File: config.mk
export PLATFORM = sky130hd
export DESIGN_NAME = butterfly_core
export DESIGN_NICKNAME = d
export VERILOG_FILES = /design/src/hdl/fft_pkg.sv /design/src/hdl/butterfly_core.sv
export SDC_FILE = /design/constraint.sdc
export NUM_CORES = 1
export LEC_CHECK = 0
export BUFFER_PORTS_ARGS = -buffer_cell sky130_fd_sc_hd__buf_2
export CAP_MARGIN = 20
export CORE_ASPECT_RATIO = 0.9
export CORE_MARGIN = 2
export CORE_UTILIZATION = 23
export CTS_BUF_LIST = sky130_fd_sc_hd__clkbuf_4 sky130_fd_sc_hd__clkbuf_8
export CTS_CLUSTER_SIZE = 40
export DETAILED_ROUTE_END_ITERATION = 6
export GPL_TIMING_DRIVEN = 0
export PLACE_DENSITY = 0.51
export SLEW_MARGIN = 10
export SYNTH_ARGS = -nofsm -noshare
export SYNTH_HDL_FRONTEND = slang
export SYNTH_SLANG_ARGS = --single-unit
File: constraint.sdc
create_clock -name clk -period 0.8 [get_ports clk]
set_input_delay 0.08 -clock clk [delete_from_list [all_inputs] [get_ports clk]]
set_output_delay 0.08 -clock clk [all_outputs]
set_load 0.01 [all_outputs]
File: src/hdl/fft_pkg.sv
package fft_pkg;

   // transform length
   parameter int fft_points = 64;

   // one real or imaginary component
   parameter int sample_width = 11;

   // twiddle coefficients, unit magnitude is 65535
   parameter int coef_width = 17;

   // rescale after the twiddle product
   parameter int coef_frac = 16;

   // two's complement sample component
   typedef logic signed [sample_width-1:0] sample_t;

   // {real, imag}, real in the upper half
   typedef logic [2*sample_width-1:0] cplx_t;

   // signed coefficient component
   typedef logic signed [coef_width-1:0] coef_t;

   // twiddle index k and exponent m, 0..63
   typedef logic [$clog2(fft_points)-1:0] twiddle_index_t;

endpackage

File: src/hdl/butterfly_core.sv
`timescale 1ns/1ps

module butterfly_core (
   input  logic                    clk,
   input  logic                    rst,
   input  logic                    valid_i,
   input  fft_pkg::twiddle_index_t k,
   input  fft_pkg::cplx_t          a0,
   input  fft_pkg::cplx_t          a1,
   input  fft_pkg::cplx_t          a2,
   input  fft_pkg::cplx_t          a3,
   output fft_pkg::cplx_t          c0,
   output fft_pkg::cplx_t          c1,
   output fft_pkg::cplx_t          c2,
   output fft_pkg::cplx_t          c3,
   output fft_pkg::twiddle_index_t k_q,
   output logic                    valid_q
);

   localparam int sw = fft_pkg::sample_width;

   // componentwise sum, wraps to sample width
   function automatic fft_pkg::cplx_t cadd(input fft_pkg::cplx_t x, input fft_pkg::cplx_t y);
      fft_pkg::sample_t re;
      fft_pkg::sample_t im;
      re = x[2*sw-1 -: sw] + y[2*sw-1 -: sw];
      im = x[sw-1:0] + y[sw-1:0];
      return {re, im};
   endfunction

   function automatic fft_pkg::cplx_t csub(input fft_pkg::cplx_t x, input fft_pkg::cplx_t y);
      fft_pkg::sample_t re;
      fft_pkg::sample_t im;
      re = x[2*sw-1 -: sw] - y[2*sw-1 -: sw];
      im = x[sw-1:0] - y[sw-1:0];
      return {re, im};
   endfunction

   // quarter turn: re <- -im, im <- re
   function automatic fft_pkg::cplx_t rotate(input fft_pkg::cplx_t x);
      fft_pkg::sample_t re;
      fft_pkg::sample_t im;
      re = -x[sw-1:0];
      im = x[2*sw-1 -: sw];
      return {re, im};
   endfunction

   fft_pkg::cplx_t b0;
   fft_pkg::cplx_t b1;
   fft_pkg::cplx_t b2;
   fft_pkg::cplx_t b3;
   fft_pkg::cplx_t b3_rot;

   assign b0     = cadd(a0, a2);
   assign b1     = cadd(a1, a3);
   assign b2     = csub(a0, a2);
   assign b3     = csub(a1, a3);
   assign b3_rot = rotate(b3);

   // second adder rank straight into the pipeline register
   always_ff @(posedge clk or negedge rst) begin
      if (!rst) begin
         c0      <= '0;
         c1      <= '0;
         c2      <= '0;
         c3      <= '0;
         k_q     <= '0;
         valid_q <= 1'b0;
      end else begin
         c0      <= cadd(b0, b1);
         c1      <= csub(b2, b3_rot);
         c2      <= csub(b0, b1);
         c3      <= cadd(b2, b3_rot);
         k_q     <= k;
         valid_q <= valid_i;
      end
   end

endmodule

==> results of run 1 <==
flip-flops by register name, indices dropped and copies added, names as in the netlist:
name	count
k_q	6
c3	20
valid_q	1
c0	20
c2	22
c1	22
metrics by stage:
stage / TNS [ps] / power, mW
2_1_floorplan: -93390 / 20.28
3_3_place_gp: -258550 / 25.89
3_5_place_dp: -136240 / 25.98
4_1_cts: -108180 / 35.85
5_1_grt: -116660 / 42.39
6_report: -107250 / 39.47
metal layers:
layer / vias up / global-route usage, % / part of all wire (%)
met5: - / 0 / 0
met4: 0 / 5.863 / 2.6
met3: 39 / 3.216 / 5.0
met2: 162 / 22.91 / 49
met1: 4043 / 17.84 / 44
li1: 4161 / - / -
power by group through the flow:
stage | clock network [mW] | registers (mW) | logic (mW)
2_1_floorplan | 0 | 8.59 | 11.7
3_3_place_gp | 0 | 7.55 | 18.3
3_5_place_dp | 0 | 7.52 | 18.5
4_1_cts | 3.60 | 7.52 | 24.7
5_1_grt | 3.73 | 7.73 | 30.9
6_report | 3.41 | 7.52 | 28.5
worst max-delay path by stage:
stage,endpoint,slack (ps)
finish,c0[10],-1580
global route,c2[21],-1660
CTS,c2[21],-1560
detailed placement,c0[10],-2450
global placement,c0[10],-2470
floorplan,c2[21],-1760
kinds of logic (layout without fill, tap and decap cells):
logic type / Yosys count / count (layout) / synth area share (%)
multiplexers: 6 / 6 / 0.6580
XOR/XNOR: 130 / 130 / 12.47
other: 0 / 2 / 0
flip-flops: 91 / 91 / 24.95
AO/OA/AOI/OAI: 233 / 233 / 16.61
AND/OR/NAND/NOR: 227 / 227 / 12.17
buffers and inverters: 183 / 533 / 7.690
adder cells (fa/ha/maj): 176 / 176 / 25.44
placed cells by master, fill, tap and decap left out, drive strengths merged, types with 4 or more instances in the layout:
master / Yosys / routed
a21boi: 4 / 4
buf: 8 / 352
a221oi: 7 / 7
or3: 6 / 6
nand3: 4 / 4
fa: 16 / 16
xnor2: 82 / 82
dfrtp: 91 / 91
nand2b: 21 / 21
and3: 4 / 4
o22ai: 4 / 4
o41ai: 4 / 4
a21o: 9 / 9
o21ai: 44 / 44
o21bai: 28 / 28
dlygate4sd3: 0 / 7
nand2: 25 / 25
nor2b: 19 / 19
nor3: 17 / 17
and2: 4 / 4
clkbuf: 29 / 22
a31oi: 6 / 6
mux2i: 6 / 6
o31ai: 6 / 6
inv: 146 / 146
a211oi: 6 / 6
nor2: 101 / 101
clkinv: 0 / 4
nor4: 6 / 6
o21a: 15 / 15
a2111oi: 7 / 7
a21oi: 73 / 73
ha: 160 / 160
xor2: 48 / 48
o211ai: 5 / 5
repair_timing:
item                       in CTS  in global routing
hold endpoints to repair       49                 42
setup endpoints to repair     175                175
gates resized for setup       324                202
setup buffers                  93                 68
pin swaps                     179                147
layout make-up:
cell class	count	area, sq um	share of cell area, %
clock buffer	10	137.6	0.8935
clock inverter	6	65.06	0.4224
multi-input combinational	772	8780	57.00
inverter	146	618.1	4.013
tap	532	665.6	4.321
buffer	20	183.9	1.194
antenna	2	5.005	0.03249
sequential	91	2277	14.78
timing repair buffer	351	2671	17.34
==> out/qor.yml, run 1 <==
pwr:
  p_comb_share_pct: 72.3
  clkPwrFrac_pct: 8.7
  power_leakage_nw: 6.934
  power_density_nw_per_um2: 2562
  p_seq_share_pct: 19.1
  p_sw_mw: 16.47
  swShare_pct: 41.73
  p_int_mw: 23.00
  vdd_ir_drop_max_mv: 1.507
worst_setup_path:
  critPathCaptureType: "flip-flop"
  crit_type: "in -> reg"
  max_stage_delay_ps: 530
  cp_common_cell: "fa_2"
  crit_arrival_ps: 2710
  cp_top_family: "adder cells"
  crit_path_start_kind: "primary input"
  critPathSlowestCell: "fa_2"
  crit_chain: "buf_12, ha_4, fa_2, buf_6, fa_2, a21oi_4, nor2_4, o21a_1, o21a_4, o41ai_4, o21ai_2, xor2_1"
  cp-startpoint: "a0[0]"
  cp_data_required_time_ps: 1120
  crit_cells: 12
  path_max_fanout: 3
  path_buf_inv: 2
sta:
  worstMarginPinSlew_ps: 875.5
  final.min_clock_period_ps: 2385
  finalMaxSlewViolations: 0
  setup_violations: 175
  hold_violations: 42
  relSlewSlack_pct: 41.21
  fmaxAchievable_mhz: 419.3
  rsz0062_at_grt: "true"
  timing.final.ws_setup_ps: -1585
  period_share_pct: 298.1
  fin_hold_ws_ps: -358.2
run_status:
  violations: "hold timing, setup timing"
  status: "finished with violations"
routing:
  viasPerCell: 4.355
  antenna_left: 0
  drcViolationCount: 0
  first_iter_violations: 280
  drt-wirelength-per-cell_microns: 15.51
  drt_first_pass_iters: 4
  vias: 8405
  totalWireLength_microns: 29930
synthesis:
  ys.flop_type: "dfrtp_1"
  synthTopCellsByArea: "dfrtp_1 25%, ha_1 22%, xnor2_1 7.9%"
  async_reset_ff_share_pct: 100.0
  netlist.area_leader.share_pct: 24.95
  synth-seq-cells: 91
  synth_seq_area_share_pct: 24.95
  synthTopCellsByCount: "160 x ha_1, 146 x inv_1, 101 x nor2_1, 91 x dfrtp_1, 82 x xnor2_1"
  synth_edf_count: 0
  synth.largest_area_cell: "dfrtp_1"
  syn_inst: 1046
  syn-cell-area_sq_um: 9128
  synth_area_per_cell_sq_um: 8.726
  synth_most_common_cell: "ha_1"
  ys_types: 58
  yosysWarnings: 0
  synth_nets: 1319
clock_tree:
  cts.sinks: 91
  clk_pin_slew_worst_paths_ps: 100
  cts_tree: "done"
  clock_tree.root_cell: "clkbuf_8"
  cts_hold_buf: 7
  numCtsBuffers: 9
  cts_max_path_buffers: 2
  htree_levels: 3
finish:
  fin_area_sq_um: 15400
  fill_cells: 3765
  layout-drive-gt1-share_pct: 54.66
  post-route-util_pct: 39.21
  final_cells: 1930
  nets: 1664
  syn2layout_area_growth_pct: 68.76
place:
  place_ws_ps: -2453
  place.gp.congestion: 0.8847
  port_buffers: 191
  placed_area_sq_um: 11470
  hpwl_microns: 22490
  dpl.cell_count: 1770
floorplan:
  rows: 69
  num_io_pins: 192
  start_util_pct: 23.24
  die-area_sq_um: 41300
  die_w_microns: 214.0
  dieHeight_microns: 193.0
  coreArea_sq_um: 39280
global_route:
  grt_first_pass_wirelength_microns: 44630
  grt_overflow: 0
  antenna_found_initial: 1
  grt_max_degree: 50
  grt_use_total_pct: 13.99
  grt_pass1_vias: 8521
flow_run:
  max-cap-violations: 0
min_path:
  min_path_type: "in -> async"
(Power assumes the default switching activity.)
==> run 2: changes to the inputs <==
Settings changed: SETUP_SLACK_MARGIN set to 0.02, TNS_END_PERCENT set to 5.
==> run 2 against run 1 <==
The flow still finishes with violations (hold timing, setup timing). Design area down 11%. Cell count decreased by 3.9%. Via count fell by 4.6%. Sequential cell count is the same. Die area unchanged. Sequential share of layout area increased by 1.8 points. Core utilization down 4.2 points. Non-clock buffer count down 74. Global-route usage is 0.27 points lower. Wire length decreased by 4.1%. Critical path type unchanged. Largest power group unchanged. Highest routed layer is now met5.
==> out/qor.yml, run 2 (synthesis gave the netlist of run 1 again) <==
run_status:
  status: "finished with violations"
  violations: "hold timing, setup timing"
place:
  hpwl_microns: 22430  # -0.29%
  placed_area_sq_um: 11020  # -3.9%
  port_buffers: 191  # unchanged
  place.gp.congestion: 0.8473  # -4.2%
finish:
  final_common_cell: "buf_2"
  syn2layout_area_growth_pct: 50.72
  post-route-util_pct: 35.02  # -4.2 points
  top_regs: "c1 (22), c2 (22)"
  fin_area_sq_um: 13760  # -11%
  antenna_cells: 0  # -2
  layout_common_cells: "165 x buf_2, 117 x inv_1, 116 x ha_1, 91 x dfrtp_1, 80 x nor2_1"
  nets: 1590  # -4.4%
  layout-drive-gt1-share_pct: 44.78  # -9.9 points
sta:
  setup_violations: 175  # unchanged
  final.min_clock_period_ps: 2423  # +38.44 ps
  timing.final.ws_setup_ps: -1623  # -38.44 ps
  fin_hold_ws_ps: -327.8  # +30.38 ps
  finalMaxSlewViolations: 0  # unchanged
  relSlewSlack_pct: 54.66  # +13 points
  worstMarginPinSlew_ps: 680.2  # -195.3 ps
  fmaxAchievable_mhz: 412.7  # -1.6%
  hold_violations: 48  # +14%
  rsz0062_at_grt: "true"
  period_share_pct: 302.9  # +4.8 points
min_path:
  min_path_type: "in -> async"
clock_tree:
  cts_tree: "done"
  numCtsBuffers: 9  # unchanged
  clk_pin_slew_worst_paths_ps: 100  # about the same
  cts_max_path_buffers: 2  # unchanged
  htree_levels: 3  # unchanged
  cts_hold_buf: 7  # unchanged
  cts.sinks: 91  # unchanged
  clock_tree.root_cell: "clkbuf_8"
routing:
  antenna_left: 0  # unchanged
  drt_first_pass_iters: 4  # unchanged
  drcViolationCount: 0  # unchanged
  vias: 8021  # -4.6%
  viasPerCell: 4.326  # -0.66%
  first_iter_violations: 267  # -4.6%
  totalWireLength_microns: 28710  # -4.1%
  drt-wirelength-per-cell_microns: 15.49  # -0.14%
worst_setup_path:
  crit_type: "in -> reg"
  cp_data_required_time_ps: 1150  # +30 ps
  crit_path_start_kind: "primary input"
  crit_arrival_ps: 2770  # +60 ps
  crit_chain: "buf_6, ha_4, fa_2, nand2b_4, a221oi_4, nor2_1, nor2_1, nor2_1, xor2_2, inv_1, ha_1, a21oi_4, nor2_2, nor2_2, o41ai_4, a221oi_2, xor2_1"
  critPathSlowestCell: "fa_2"
  max_stage_delay_ps: 360  # -170 ps
  path_max_fanout: 2  # -1
  path_buf_inv: 2  # unchanged
  critPathCaptureType: "flip-flop"
  cp_common_cell: "nor2_1"
  cp_top_family: "adder cells"
floorplan:
  coreArea_sq_um: 39280  # unchanged
  die-area_sq_um: 41300  # unchanged
  die_w_microns: 214.0  # unchanged
  start_util_pct: 23.24  # unchanged
  dieHeight_microns: 193.0  # unchanged
  rows: 69  # unchanged
  num_io_pins: 192  # unchanged
flow_run:
  max-cap-violations: 0  # unchanged
pwr:
  power_leakage_nw: 6.281  # -9.4%
  vdd_ir_drop_max_mv: 1.101  # -27%
  total_power_mw: 34.67  # -12%
  power_density_nw_per_um2: 2520  # -1.6%
global_route:
  grt_max_degree: 50  # unchanged
  grt_overflow: 0  # unchanged
  antenna_found_initial: 3  # +2
  grt_pass1_vias: 8131  # -4.6%
  grt_use_total_pct: 13.72  # -0.27 points
  grt_first_pass_wirelength_microns: 43590  # -2.3%
## run 2: worst max-delay path by stage
| stage | start | endpoint | cells past startpoint |
|---|---|---|---|
| after detailed placement | a2[1] | c2[10] | 14 |
| after global routing | a0[0] | c1[9] | 17 |
| after CTS | a3[12] | c1[10] | 17 |
| after global placement | a2[1] | c2[10] | 14 |
| after floorplan | a0[0] | c2[10] | 15 |
| final | a3[0] | c2[10] | 17 |
## run 2: layout make-up
type,count,area (sq um)
Fill cell,3974,25520
Buffer,19,168.9
Timing Repair Buffer,278,1893
Multi-Input combinational cell,772,7945
Clock buffer,10,131.4
Sequential cell,91,2277
Tap cell,532,665.6
Inverter,146,585.6
Clock inverter,6,90.09
## run 2: repair_timing
action | in CTS | in global routing
setup endpoints to repair | 176 | 175
pin swaps | 125 | 91
gates resized for setup | 303 | 118
setup buffers | 51 | 28
endpoints found under the hold margin | 55 | 48
## run 2: metrics by stage
step                      setup WS, ps  std cells  setup TNS (ps)
final                            -1623       1854         -103560
after detailed placement         -2739       1770         -147160
after global placement           -2685       1769         -272270
after CTS                        -1609       1830         -105950
after global routing             -1682       1854         -115180
after floorplan                  -1767       1046         -100050
## run 2: report_power, final
group / switching [mW] / internal (mW)
combinational: 12.1 / 11.4
sequential: 0.742 / 6.79
clock: 1.90 / 1.80
total: 14.7 / 19.9
## run 2: per-layer routing
metal / vias to the layer above / wire [microns] / GRT usage [%]
li1: 3996 / - / -
met1: 3858 / 13010 / 17.39
met2: 132 / 14100 / 23.56
met3: 29 / 1053 / 3.012
met4: 6 / 511 / 3.927
met5: - / 29 / 0
